**config.mk**
```make
export PLATFORM = sky130hd
export DESIGN_NAME = mesh_router
export DESIGN_NICKNAME = d
export VERILOG_FILES = /design/src/logic/router_pkg.sv /design/src/logic/flit_fifo.sv /design/src/logic/xy_route_select.sv /design/src/logic/wormhole_arbiter.sv /design/src/logic/mesh_router.sv
export SDC_FILE = /design/constraint.sdc
export NUM_CORES = 1
export LEC_CHECK = 0
export BUFFER_PORTS_ARGS = -buffer_cell sky130_fd_sc_hd__buf_4
export CORE_MARGIN = 3
export CORE_UTILIZATION = 40
export CTS_CLUSTER_DIAMETER = 100
export DETAILED_ROUTE_END_ITERATION = 8
export SYNTH_ARGS = -nofsm -noshare
export SYNTH_HDL_FRONTEND = slang
export SYNTH_SLANG_ARGS = --single-unit
```
**constraint.sdc**
```tcl
create_clock -name clk_i -period 14.7 [get_ports clk_i]
set_input_delay 2.94 -clock clk_i [delete_from_list [all_inputs] [get_ports clk_i]]
set_output_delay 2.94 -clock clk_i [all_outputs]
set_load 0.02 [all_outputs]
```
**src/logic/router_pkg.sv**
```systemverilog
// shared types for the five-port 2D mesh wormhole router
// coordinates are 2 bits wide, so the mesh is at most 4x4
// a head flit carries its destination in the low bits of body
// port numbering doubles as the bit index of every port mask
package router_pkg;

  // mesh geometry and flit sizing
  localparam int unsigned CoordWidth   = 2;
  localparam int unsigned PayloadWidth = 32;
  localparam int unsigned NumPorts     = 5;

  // one X or Y coordinate
  typedef logic [CoordWidth-1:0] coord_t;

  // router position or packet destination
  typedef struct packed {
    coord_t x;
    coord_t y;
  } xy_t;

  // router ports, north is +y and east is +x
  typedef enum logic [2:0] {
    North = 3'd0,
    East  = 3'd1,
    South = 3'd2,
    West  = 3'd3,
    Local = 3'd4
  } port_e;

  // one bit per port
  // one-hot when used as a route, any pattern as a request set
  typedef logic [NumPorts-1:0] port_mask_t;

  // flit on every link
  // last marks the tail, head the first flit of a packet
  // a single-flit packet has both set
  typedef struct packed {
    logic                    last;
    logic                    head;
    logic [PayloadWidth-1:0] body;
  } flit_t;

  // one flit per port, indexed by port number
  typedef flit_t [NumPorts-1:0] flit_arr_t;

endpackage

```
**src/logic/flit_fifo.sv**
```systemverilog
// input flit buffer as a circular FIFO of Depth entries (Depth >= 1)
// the entry at the read pointer is offered at the output, so the
// Depth flits counted here include the one waiting to leave
// valid/ready on both sides and a flit moves when both are high
module flit_fifo #(
  parameter int unsigned Depth = 4
) (
  input  logic              clk_i,
  input  logic              arst_n_i,
  input  logic              valid_i,
  output logic              ready_o,
  input  router_pkg::flit_t data_i,
  output logic              valid_o,
  input  logic              ready_i,
  output router_pkg::flit_t data_o
);
  import router_pkg::*;

  localparam int unsigned PtrWidth = (Depth > 1) ? $clog2(Depth) : 1;
  localparam int unsigned CntWidth = $clog2(Depth + 1);

  // storage index and fill level
  typedef logic [PtrWidth-1:0] ptr_t;
  typedef logic [CntWidth-1:0] cnt_t;

  flit_t mem_q [Depth];
  ptr_t  rd_ptr_q;
  ptr_t  wr_ptr_q;
  cnt_t  count_q;
  logic  push;
  logic  pop;

  // wrap at Depth, which need not be a power of two
  function automatic ptr_t ptr_inc(ptr_t ptr);
    if (ptr == ptr_t'(Depth - 1)) begin
      return '0;
    end
    return ptr + 1'b1;
  endfunction

  // full and empty straight from the count
  assign ready_o = (count_q != cnt_t'(Depth));
  assign valid_o = (count_q != '0);
  assign data_o  = mem_q[rd_ptr_q];

  assign push = valid_i & ready_o;
  assign pop  = valid_o & ready_i;

  always_ff @(posedge clk_i or negedge arst_n_i) begin
    if (!arst_n_i) begin
      rd_ptr_q <= '0;
      wr_ptr_q <= '0;
      count_q  <= '0;
    end else begin
      if (push) begin
        wr_ptr_q <= ptr_inc(wr_ptr_q);
      end
      if (pop) begin
        rd_ptr_q <= ptr_inc(rd_ptr_q);
      end
      // simultaneous push and pop leaves the level alone
      if (push && !pop) begin
        count_q <= count_q + 1'b1;
      end else if (pop && !push) begin
        count_q <= count_q - 1'b1;
      end
    end
  end

  // flit storage
  always_ff @(posedge clk_i) begin
    if (push) begin
      mem_q[wr_ptr_q] <= data_i;
    end
  end

  // a flit refused while full is still on offer next cycle
  a_no_push_full: assert property (@(posedge clk_i) disable iff (!arst_n_i)
    valid_i && !ready_o |=> valid_i && $stable(data_i))
    else $error("flit_fifo: upstream withdrew a flit refused while full");

  // an empty FIFO has both pointers on the same entry
  a_no_pop_empty: assert property (@(posedge clk_i) disable iff (!arst_n_i)
    !valid_o |-> rd_ptr_q == wr_ptr_q)
    else $error("flit_fifo: read and write pointers apart while empty");

endmodule

```
**src/logic/xy_route_select.sv**
```systemverilog
// XY route selection for one input port
// head flits route on the destination in body, X first and then Y
// body and tail flits reuse the route held since the head was popped
// +y is North and +x is East
module xy_route_select (
  input  logic                   clk_i,
  input  logic                   arst_n_i,
  input  router_pkg::xy_t        xy_id_i,
  input  logic                   valid_i,
  input  logic                   pop_i,
  input  router_pkg::flit_t      data_i,
  output router_pkg::port_mask_t route_o
);
  import router_pkg::*;

  xy_t        dst;
  port_e      head_port;
  port_mask_t head_route;
  port_mask_t route_q;

  // destination sits in the low body bits of a head flit
  assign dst = xy_t'(data_i.body[$bits(xy_t)-1:0]);

  // resolve x first, only then y
  always_comb begin
    if (dst.x > xy_id_i.x) begin
      head_port = East;
    end else if (dst.x < xy_id_i.x) begin
      head_port = West;
    end else if (dst.y > xy_id_i.y) begin
      head_port = North;
    end else if (dst.y < xy_id_i.y) begin
      head_port = South;
    end else begin
      head_port = Local;
    end
  end

  assign head_route = port_mask_t'(1) << head_port;

  // head flits decide here, the rest follow the held route
  assign route_o = (valid_i && data_i.head) ? head_route : route_q;

  // held route, live from head pop up to tail pop
  always_ff @(posedge clk_i or negedge arst_n_i) begin
    if (!arst_n_i) begin
      route_q <= '0;
    end else if (pop_i) begin
      if (data_i.last) begin
        route_q <= '0;
      end else if (data_i.head) begin
        route_q <= head_route;
      end
    end
  end

  // body flit must follow a head from the same input
  a_body_has_route: assert property (@(posedge clk_i) disable iff (!arst_n_i)
    valid_i && !data_i.head |-> route_q != '0)
    else $error("xy_route_select: body flit arrived with no route held");

  // and a new head only after the previous tail
  a_head_after_tail: assert property (@(posedge clk_i) disable iff (!arst_n_i)
    valid_i && data_i.head |-> route_q == '0)
    else $error("xy_route_select: head flit arrived inside an open packet");

endmodule

```
**src/logic/wormhole_arbiter.sv**
```systemverilog
// round-robin wormhole arbiter for one output port
// a winning head flit locks the output to its input until the tail
// flit transfers; a stalled offer is held too, so valid_o and data_o
// stay put while ready_i is low
// priority after reset starts at North
module wormhole_arbiter (
  input  logic                   clk_i,
  input  logic                   arst_n_i,
  input  router_pkg::port_mask_t req_i,
  output router_pkg::port_mask_t ready_o,
  input  router_pkg::flit_arr_t  data_i,
  output logic                   valid_o,
  input  logic                   ready_i,
  output router_pkg::flit_t      data_o
);
  import router_pkg::*;

  port_e      rr_q;
  port_e      sel_q;
  port_e      win;
  port_e      sel;
  logic       found;
  logic       lock_q;
  logic       lock_d;
  logic       xfer;
  port_mask_t gnt;

  // first requester at or after rr_q going round the ring
  always_comb begin
    int unsigned idx;
    win   = rr_q;
    found = 1'b0;
    for (int unsigned off = 0; off < NumPorts; off++) begin
      idx = (rr_q + off) % NumPorts;
      if (!found && req_i[idx]) begin
        win   = port_e'(idx);
        found = 1'b1;
      end
    end
  end

  // locked input wins regardless of the others
  assign sel = lock_q ? sel_q : win;
  assign gnt = (lock_q || found) ? (port_mask_t'(1) << sel) : '0;

  // mux out the granted input
  assign valid_o = |(gnt & req_i);
  assign data_o  = data_i[sel];
  assign ready_o = gnt & {NumPorts{ready_i}};
  assign xfer    = valid_o & ready_i;

  // tail transfer frees the output
  // anything else on offer, or an open packet, keeps it
  always_comb begin
    if (xfer && data_o.last) begin
      lock_d = 1'b0;
    end else if (lock_q) begin
      lock_d = 1'b1;
    end else begin
      lock_d = valid_o;
    end
  end

  always_ff @(posedge clk_i or negedge arst_n_i) begin
    if (!arst_n_i) begin
      lock_q <= 1'b0;
      sel_q  <= North;
      rr_q   <= North;
    end else begin
      lock_q <= lock_d;
      // track the winner until a lock freezes it
      if (!lock_q) begin
        sel_q <= win;
      end
      // next packet starts its search one past this winner
      if (xfer && data_o.head) begin
        rr_q <= (sel == Local) ? North : port_e'(sel + 1'b1);
      end
    end
  end

  // free output with requests pending grants exactly one requester
  a_gnt_onehot: assert property (@(posedge clk_i) disable iff (!arst_n_i)
    !lock_q && req_i != '0 |-> $onehot(gnt & req_i))
    else $error("wormhole_arbiter: grant is not one-hot on the requests");

  // no switching inputs while the packet is open
  a_gnt_locked: assert property (@(posedge clk_i) disable iff (!arst_n_i)
    lock_q |-> $stable(gnt))
    else $error("wormhole_arbiter: grant moved while locked");

endmodule

```
**src/logic/mesh_router.sv**
```systemverilog
// five-port wormhole router for a 2D XY mesh, ports N/E/S/W/Local
// one input FIFO of InFifoDepth flits per port, no output buffering
// traffic must follow XY order: a North/South input never turns to
// East/West and no input goes back out its own port; a packet routed
// that way is never accepted and blocks its input
module mesh_router #(
  parameter int unsigned InFifoDepth = 4
) (
  input  logic                   clk_i,
  input  logic                   arst_n_i,
  input  router_pkg::xy_t        xy_id_i,
  input  router_pkg::port_mask_t valid_i,
  output router_pkg::port_mask_t ready_o,
  input  router_pkg::flit_arr_t  data_i,
  output router_pkg::port_mask_t valid_o,
  input  router_pkg::port_mask_t ready_i,
  output router_pkg::flit_arr_t  data_o
);
  import router_pkg::*;

  // FIFO side of each input
  port_mask_t in_valid;
  port_mask_t in_ready;
  port_mask_t in_pop;
  flit_arr_t  in_data;

  // route[in][out], one-hot per input
  port_mask_t [NumPorts-1:0] route;
  // req[out][in] and arb_ready[out][in], arbiter side
  port_mask_t [NumPorts-1:0] req;
  port_mask_t [NumPorts-1:0] arb_ready;
  // in_ready_mat[in][out], the same readies seen from the input side
  port_mask_t [NumPorts-1:0] in_ready_mat;
  // arb_data[out][in]
  flit_arr_t  [NumPorts-1:0] arb_data;

  // input stage: buffer and route per port
  for (genvar p = 0; p < NumPorts; p++) begin : gen_input
    flit_fifo #(
      .Depth ( InFifoDepth )
    ) u_flit_fifo (
      .clk_i    ( clk_i       ),
      .arst_n_i ( arst_n_i    ),
      .valid_i  ( valid_i[p]  ),
      .ready_o  ( ready_o[p]  ),
      .data_i   ( data_i[p]   ),
      .valid_o  ( in_valid[p] ),
      .ready_i  ( in_ready[p] ),
      .data_o   ( in_data[p]  )
    );

    xy_route_select u_route_select (
      .clk_i    ( clk_i       ),
      .arst_n_i ( arst_n_i    ),
      .xy_id_i  ( xy_id_i     ),
      .valid_i  ( in_valid[p] ),
      .pop_i    ( in_pop[p]   ),
      .data_i   ( in_data[p]  ),
      .route_o  ( route[p]    )
    );

    // pop when the output picked by the route takes the flit
    assign in_ready[p] = |(in_ready_mat[p] & route[p]);
    assign in_pop[p]   = in_valid[p] & in_ready[p];
  end

  // crossbar links, loopback and Y->X turns left out
  for (genvar o = 0; o < NumPorts; o++) begin : gen_link_out
    for (genvar i = 0; i < NumPorts; i++) begin : gen_link_in
      localparam bit Loopback = (i == o);
      localparam bit YxTurn   = (i == int'(North) || i == int'(South)) &&
                                (o == int'(East) || o == int'(West));
      if (Loopback || YxTurn) begin : gen_tie_off
        assign req[o][i]          = 1'b0;
        assign arb_data[o][i]     = '0;
        assign in_ready_mat[i][o] = 1'b0;
      end else begin : gen_link
        assign req[o][i]          = in_valid[i] & route[i][o];
        assign arb_data[o][i]     = in_data[i];
        assign in_ready_mat[i][o] = arb_ready[o][i];
      end
    end
  end

  // output stage: one arbiter drives each port
  for (genvar o = 0; o < NumPorts; o++) begin : gen_output
    wormhole_arbiter u_wormhole_arbiter (
      .clk_i    ( clk_i        ),
      .arst_n_i ( arst_n_i     ),
      .req_i    ( req[o]       ),
      .ready_o  ( arb_ready[o] ),
      .data_i   ( arb_data[o]  ),
      .valid_o  ( valid_o[o]   ),
      .ready_i  ( ready_i[o]   ),
      .data_o   ( data_o[o]    )
    );

    // stalled output keeps its flit, FIFO head and arbiter hold together
    a_out_stable: assert property (@(posedge clk_i) disable iff (!arst_n_i)
      valid_o[o] && !ready_i[o] |=> valid_o[o] && $stable(data_o[o]))
      else $error("mesh_router: output %0d changed while stalled", o);
  end

endmodule

```
==> key figures, run 1 <==
Outcome
  • Outcome: finished clean

Min path
  • Hold-critical path depth: 1
  • Hold Startpoint: gen_input[2].u_flit_fifo.count_q[2]$_DFFE_PN0P_
  • Hold Path End: gen_input[2].u_flit_fifo.count_q[2]$_DFFE_PN0P_
  • Hold Path Class: reg -> reg

Critical path
  • Worst reg2reg path startpoint: gen_input[4].u_flit_fifo.rd_ptr_q[0]$_DFFE_PN0P_
  • Register-to-Register Setup Slack: 6.06 ns
  • Cell family with most CP delay: compound AO/OA/AOI/OAI gates
  • Critical path, cell by cell: buf_4 > inv_1 > ha_1 > nor2b_1 > or4b_1 > o22ai_1 > a21oi_1 > a31o_2 > or3_1 > o2111a_1 > and4_1 > a311oi_1 > or2_2 > buf_4 > inv_2 > nand2_1 > buf_4 > nor2_1 > a211oi_1 > buf_4
  • Critical path buffers and inverters: 6
  • Startpoint Class: input port
  • Worst setup path class: in -> out
  • Critical Path AT: ~9.5 ns
  • Cell repeated most along the worst path: buf_4
  • Slowest cell on the critical path: o22ai_1
  • RR Endpoint: gen_input[3].u_flit_fifo.count_q[2]$_DFFE_PN0P_
  • CP endpoint kind: primary output
  • Required @ worst endpoint: about 12 ns
  • Worst reg-to-reg path cell count: 26
  • Worst-path maximum fanout: 40
  • Crit-path max cell delay: 0.60 ns

Floorplanning
  • Die height: about 320 um
  • Core area: between 0.1 and 0.15 mm^2
  • Die width: around 320 um
  • Die ar.: 0.106 mm^2
  • Initial core utilization: between 40% and 50%
  • Row cnt: between 100 and 150
  • Io pins: about 370

Synth
  • Predominant post-synthesis flop cell: edfxtp_1
  • Register area share after synthesis: between 50% and 60%
  • Synthesized flop and latch total: around 770
  • Largest family of logic cells by synthesized area: multiplexers
  • Syn avg cell area: 13.2 um^2
  • Leading area contributor after synthesis: edfxtp_1
  • Post-Synth Adder-Cell Area: approximately 5.3%
  • Post-Synth Simple-Gate Area: about a tenth
  • Netlist cell types: about 100
  • Multiplexer area fraction after synthesis: about an eighth
  • Top cells by count, synth: edfxtp_1, nand2_1, nor2_1
  • Post-synthesis compound-gate area fraction: about an eighth
  • Main area contributors after synthesis: edfxtp_1, mux4_2, dfrtp_1
  • Ys Warns: 0
  • Mapped Area: between 0.04 and 0.05 mm^2
  • FFs w/ async S/R, synth: between 10% and 20%
  • EDFF count, synth: 680
  • Most common cell in the netlist: edfxtp_1
  • Yosys top cell area share: 50.2%
  • Syn_nets: between 3000 and 4000
  • Syn Inst Count: 3085
  • Post-synthesis xor/xnor area fraction: 1.08%

STA
  • Final hold vios: 0
  • Slew @ Worst Pin: 1.10 ns
  • Fin crit share: 84.7%
  • Clock Skews: about 0.064 ns
  • Slew headroom: about a quarter
  • Fin crit period: between 10 and 15 ns
  • Fin Setup TNS: 0 ns
  • Slack of the critical path: 2.25 ns
  • F_max: between 80 and 90 MHz
  • Final setup viols: 0
  • Max-slew violations: 0
  • RSZ-0062 raised after global routing: false

Clocking
  • CTS clk-pin slew, worst paths: ~0.060 ns
  • Clock tree buffer depth: 3
  • CTS H-Tree Depth: 3
  • Hold buffers post-CTS: 0
  • Post-CTS Setup Repair Bufs: 0
  • Clock latency on the worst-skew pair: 0.67 ns
  • CTS Sinks: between 700 and 800
  • Clk root buf: clkbuf_16
  • TritonCTS Buffers: a little over 80
  • CTS resizes: 0
  • TritonCTS clock tree: yes

Final layout
  • Share of layout cells above drive strength 1: 23.3%
  • Layout Cells excl Fill: 4829
  • Multi-input logic area: ~0.017 mm^2
  • Nets: 3752
  • Filler cells: 9024
  • Syn-to-layout area delta: 16.9%
  • Sequential cell area: 0.0226 mm^2

Placement
  • Setup WS pre-CTS: 2.39 ns
  • Placer congestion estimate: between 0.9 and 1
  • Number of port buffers: roughly 370
  • HPWL after detailed placement: ~98000 um
  • Dpl cells: about 4700

Detailed routing
  • Initial drt markers: between 3000 and 4000
  • Routed via count: 28400
  • WL final: between 100000 and 150000 um
  • Post-route ant nets: 0
  • Via density: a little under 6
  • Drt first pass iters: 9
  • WL/cell: ~28 um
  • DRC: 0

Global routing
  • Largest net degree at the start of global routing: between 100 and 150
  • Vias in the first global route: approximately 27000
  • Gr usage total: between 20% and 30%
  • First-pass GRT wire length: around 190000 um
  • Total gr overflow: 0
  • Antenna violations before repair: 16

Run
  • Max-cap violations: 0
==> sequential cells by signal (all words and copies together) (netlist names) <==
| signal | cells |
|---|---|
| gen_input.u_flit_fifo.count_q | 15 |
| gen_input.u_flit_fifo.mem_q | 680 |
| gen_input.u_flit_fifo.rd_ptr_q | 10 |
| gen_input.u_flit_fifo.wr_ptr_q | 10 |
| gen_input.u_route_select.route_q | 16 |
| gen_output.u_wormhole_arbiter.lock_q | 5 |
| gen_output.u_wormhole_arbiter.rr_q | 15 |
| gen_output.u_wormhole_arbiter.sel_q | 15 |
==> cell usage in the layout, fill, tap and decap left out, types with 44 or more instances in the layout <==
cell type    n
a211oi_1   101
a21oi_1    123
a22o_1      51
a22oi_1     44
buf_4      401
clkbuf_16   83
dfrtp_1     80
edfxtp_1   680
ha_1       163
inv_1      118
mux2i_1    107
mux4_2     173
nand2_1    208
nor2_1     205
nor2b_1     59
nor3_1      54
o21ai_0    119
==> metrics by stage <==
stage / hold slack, ns / cell area (um^2) / utilization (%)
detailed placement: 0.489 / 44700 / 44.5
finish: 0.501 / 47500 / 47.3
floorplan: 0.464 / 40700 / -
global placement: 0.486 / 44700 / 44.5
CTS: 0.499 / 47500 / 47.3
global route: 0.530 / 47500 / 47.3
==> cell families (layout without fill, tap and decap cells) <==
| group | Yosys count | count (layout) |
|---|---|---|
| XOR/XNOR | 50 | 50 |
| AND/OR/NAND/NOR | 778 | 778 |
| other | 0 | 6 |
| flip-flops | 766 | 766 |
| buffers and inverters | 303 | 684 |
| multiplexers | 317 | 317 |
| adder cells (fa/ha/maj) | 168 | 168 |
| AO/OA/AOI/OAI | 703 | 703 |
==> per-layer routing <==
metal | share of wire, % | vias up | GRT usage, %
li1 | - | 12600 | -
met1 | 41 | 14200 | 32.9
met2 | 46 | 1319 | 39.2
met3 | 9.6 | 233 | 6.38
met4 | 3.3 | 14 | 7.81
met5 | 0.073 | - | 0
==> worst max-delay path by stage <==
| stage | from | endpoint | slack, ns | depth (start not counted) |
|---|---|---|---|---|
| 2_1_floorplan | xy_id_i[1] | valid_o[2] | 4.52 | 19 |
| 3_3_place_gp | xy_id_i[1] | data_o[75] | 2.72 | 20 |
| 3_5_place_dp | xy_id_i[1] | data_o[75] | 2.39 | 20 |
| 4_1_cts | xy_id_i[1] | data_o[75] | 2.36 | 20 |
| 5_1_grt | xy_id_i[1] | data_o[75] | 1.98 | 20 |
| 6_report | xy_id_i[1] | data_o[75] | 2.25 | 20 |
==> area by class of cell <==
| class | instances | share of cell area [%] |
|---|---|---|
| diodes | 6 | 0.0316 |
| clock buffers | 100 | 4.53 |
| clock inverters | 53 | 1.35 |
| inverters | 129 | 1.02 |
| multi-input cells | 2016 | 35.6 |
| flip-flops and latches | 766 | 47.5 |
| well taps | 1357 | 3.57 |
| repair buffers | 402 | 6.38 |
Power of run 1 is left out: the tool's default activity adds up to more than one toggle a clock period on the data nets, which glitch-free logic cannot reach.
==> inputs of run 2 (changes only) <==
Clock period 14.7 ns to 10.74 ns, I/O delays scaled along.
==> key figures, run 2 (same netlist as run 1, synthesis figures left out) <==
Critical path
  • Required @ worst endpoint: 8.59 ns (was 11.76 ns)
  • Startpoint Class: input port (unchanged)
  • Worst reg2reg path startpoint: gen_output[4].u_wormhole_arbiter.rr_q[0]$_DFFE_PN0P_ (was gen_input[4].u_flit_fifo.rd_ptr_q[0]$_DFFE_PN0P_)
  • Crit-path max cell delay: 0.89 ns (was 0.60 ns)
  • Register-to-Register Setup Slack: 2.48 ns (was 6.06 ns)
  • Worst reg-to-reg path cell count: 28 (was 26)
  • Cell repeated most along the worst path: buf_4 (unchanged)
  • RR Endpoint: gen_input[3].u_flit_fifo.count_q[1]$_DFFE_PN0P_ (was gen_input[3].u_flit_fifo.count_q[2]$_DFFE_PN0P_)
  • Worst-path maximum fanout: 30 (was 40)
  • Critical path, cell by cell: buf_4 > inv_1 > ha_1 > nor2b_1 > or4b_1 > o22ai_1 > a21oi_1 > a31o_2 > or3_1 > o2111a_1 > and4_1 > a311oi_1 > or2_2 > buf_4 > nand3_1 > a221oi_1 > buf_4 (was buf_4 > inv_1 > ha_1 > nor2b_1 > or4b_1 > o22ai_1 > a21oi_1 > a31o_2 > or3_1 > o2111a_1 > and4_1 > a311oi_1 > or2_2 > buf_4 > inv_2 > nand2_1 > buf_4 > nor2_1 > a211oi_1 > buf_4)
  • Critical Path AT: 8.03 ns (was 9.51 ns)
  • CP endpoint kind: primary output (unchanged)
  • Slowest cell on the critical path: a221oi_1 (was o22ai_1)
  • Worst setup path class: in -> out (unchanged)

Detailed routing
  • DRT met1 WL: 52300 um (was 53900 um)
  • Drt first pass iters: 8 (was 9)
  • Top sig layer: met5 (unchanged)
  • Met2 WL: 61700 um (about the same)
  • WL final: 131000 um (was 133000 um)
  • WL/cell: 27.1 um (was 27.5 um)
  • Met3 WL: 12700 um (was 12800 um)
  • Via density: 5.90 (was 5.89)
  • DRC: 0 (unchanged)
  • Post-route ant nets: 0 (unchanged)
  • Routed via count: 28500 (was 28400)
  • Initial drt markers: 2833 (was 3323)

STA
  • Fin Setup TNS: 0 ns (unchanged)
  • Max-slew violations: 0 (unchanged)
  • Fin crit share: between 90% and 100%
  • Clock Skews: 0.0352 ns (was 0.0635 ns)
  • RSZ-0062 raised after global routing: false (unchanged)
  • Fin crit period: 10.18 ns
  • F_max: slightly below 100 MHz
  • Slew @ Worst Pin: 1.13 ns (was 1.10 ns)
  • Final setup viols: 0 (unchanged)
  • Final hold vios: 0 (unchanged)
  • Slew headroom: 24.4% (was 25.1%)

Final layout
  • Biggest regs: gen_input.u_flit_fifo.mem_q (680), gen_input.u_route_select.route_q (16) (unchanged)
  • Syn-to-layout area delta: 16.8% (was 16.9%)
  • Layout Cells excl Fill: 4839 (was 4829)
  • Most frequent cells in the layout: edfxtp_1, buf_4, nand2_1 (unchanged)
  • Max reg flops: 680 (unchanged)
  • Most common cell after layout, fill and taps aside: edfxtp_1 (unchanged)
  • Share of layout cells above drive strength 1: 23.6% (was 23.3%)
  • Final Util: 47.3% (about the same)
  • Biggest register: gen_input.u_flit_fifo.mem_q (unchanged)
  • Nets: 3764 (was 3752)
  • Filler cells: 8987 (was 9024)

Placement
  • Placer congestion estimate: 0.942 (was 0.975)
  • HPWL after detailed placement: 96500 um (was 97700 um)
  • Number of port buffers: 365 (unchanged)
  • Dpl cells: 4682 (was 4670)

Min path
  • Hold Startpoint: gen_input[2].u_flit_fifo.count_q[2]$_DFFE_PN0P_ (unchanged)
  • Hold Path Class: reg -> reg (unchanged)
  • Hold Path End: gen_input[2].u_flit_fifo.count_q[2]$_DFFE_PN0P_ (unchanged)
  • Hold-critical path depth: 1 (unchanged)

Clocking
  • CTS clk-pin slew, worst paths: 0.06 ns (about the same)
  • CTS Sinks: 766 (unchanged)
  • TritonCTS Buffers: 82 (was 83)
  • TritonCTS clock tree: yes (unchanged)
  • Clock latency on the worst-skew pair: 0.65 ns (was 0.67 ns)
  • Hold buffers post-CTS: 0 (unchanged)
  • Clk root buf: clkbuf_16 (unchanged)
  • Clock tree buffer depth: 3 (unchanged)
  • CTS H-Tree Depth: 3 (unchanged)

Global routing
  • Gr usage total: 24.2% (was 24.6%)
  • Largest net degree at the start of global routing: 77 (was 103)
  • Total gr overflow: 0 (unchanged)
  • First-pass GRT wire length: 190000 um (was 192000 um)
  • Vias in the first global route: 27600 (was 27500)
  • Antenna violations before repair: 19 (was 16)

Floorplanning
  • Core area: 0.100 mm^2 (unchanged)
  • Io pins: 366 (unchanged)
  • Die width: 325 um (unchanged)
  • Die height: 325 um (unchanged)
  • Row cnt: 116 (unchanged)
  • Initial core utilization: 40.5% (unchanged)
  • Die ar.: 0.106 mm^2 (unchanged)

Run
  • Max-cap violations: 0 (unchanged)

Outcome
  • Outcome: finished clean (unchanged)
-- run 2: cell types whose count changed in the layout (fill, tap and decap cells not counted), sizes merged --
cell | previous run | this run
clkinv | 43 | 25
buf | 402 | 415
diode | 6 | 9
bufinv | 9 | 2
inv | 127 | 133
clkbuf | 100 | 112
clkinvlp | 3 | 4
-- run 2: worst max-delay path, delay by kind of cell --
family | cells | cell delay (ns)
AOI/OAI and AO/OA | 6 | 2.64
buffers and inverters | 4 | 1.08
and+or+nand+nor | 6 | 1.87
adders and majority gates | 1 | 0.29
-- run 2: worst max path at each step --
stage,slack [ns],cells past startpoint,startpoint,end
5_1_grt,0.20,27,gen_output[0].u_wormhole_arbiter.rr_q[0]$_DFFE_PN0P_,data_o[24]
3_5_place_dp,0.79,17,xy_id_i[1],data_o[68]
2_1_floorplan,2.15,19,xy_id_i[1],valid_o[2]
3_3_place_gp,0.87,19,xy_id_i[1],data_o[29]
6_report,0.56,17,xy_id_i[1],data_o[68]
4_1_cts,0.44,26,gen_output[0].u_wormhole_arbiter.rr_q[0]$_DFFE_PN0P_,data_o[8]
-- run 2: stage by stage --
step	hold slack (ns)	setup slack [ns]	cell area (um^2)
finish	0.500	0.562	47500
global route	0.527	0.198	47500
CTS	0.500	0.437	47500
detailed placement	0.494	0.790	44900
global placement	0.484	0.873	44900
floorplan	0.464	2.15	40700
-- run 2: area by class of cell --
| cell class | instances | area, um^2 | share of cell area, % |
|---|---|---|---|
| Inverter | 129 | 487 | 1.02 |
| Antenna cell | 9 | 22.5 | 0.0474 |
| Clock inverter | 35 | 333 | 0.701 |
| Sequential cell | 766 | 22600 | 47.5 |
| Clock buffer | 112 | 2270 | 4.77 |
| Multi-Input combinational cell | 2016 | 16900 | 35.6 |
| Timing Repair Buffer | 415 | 3180 | 6.69 |
| Tap cell | 1357 | 1700 | 3.58 |
-- run 2: layer usage --
layer  GRT usage (%)  up-vias
met4            7.50       14
met3            6.57      238
li1                -    12700
met5               0        -
met1            32.0    14300
met2            39.1     1312
-- run 2: repair_timing --
action	4_1_cts	5_1_grt
endpoints found under the setup margin	0	6
endpoints found under the hold margin	0	0
setup buffers	0	1
gates resized for setup	0	1
Power of run 2 is left out for the same reason.
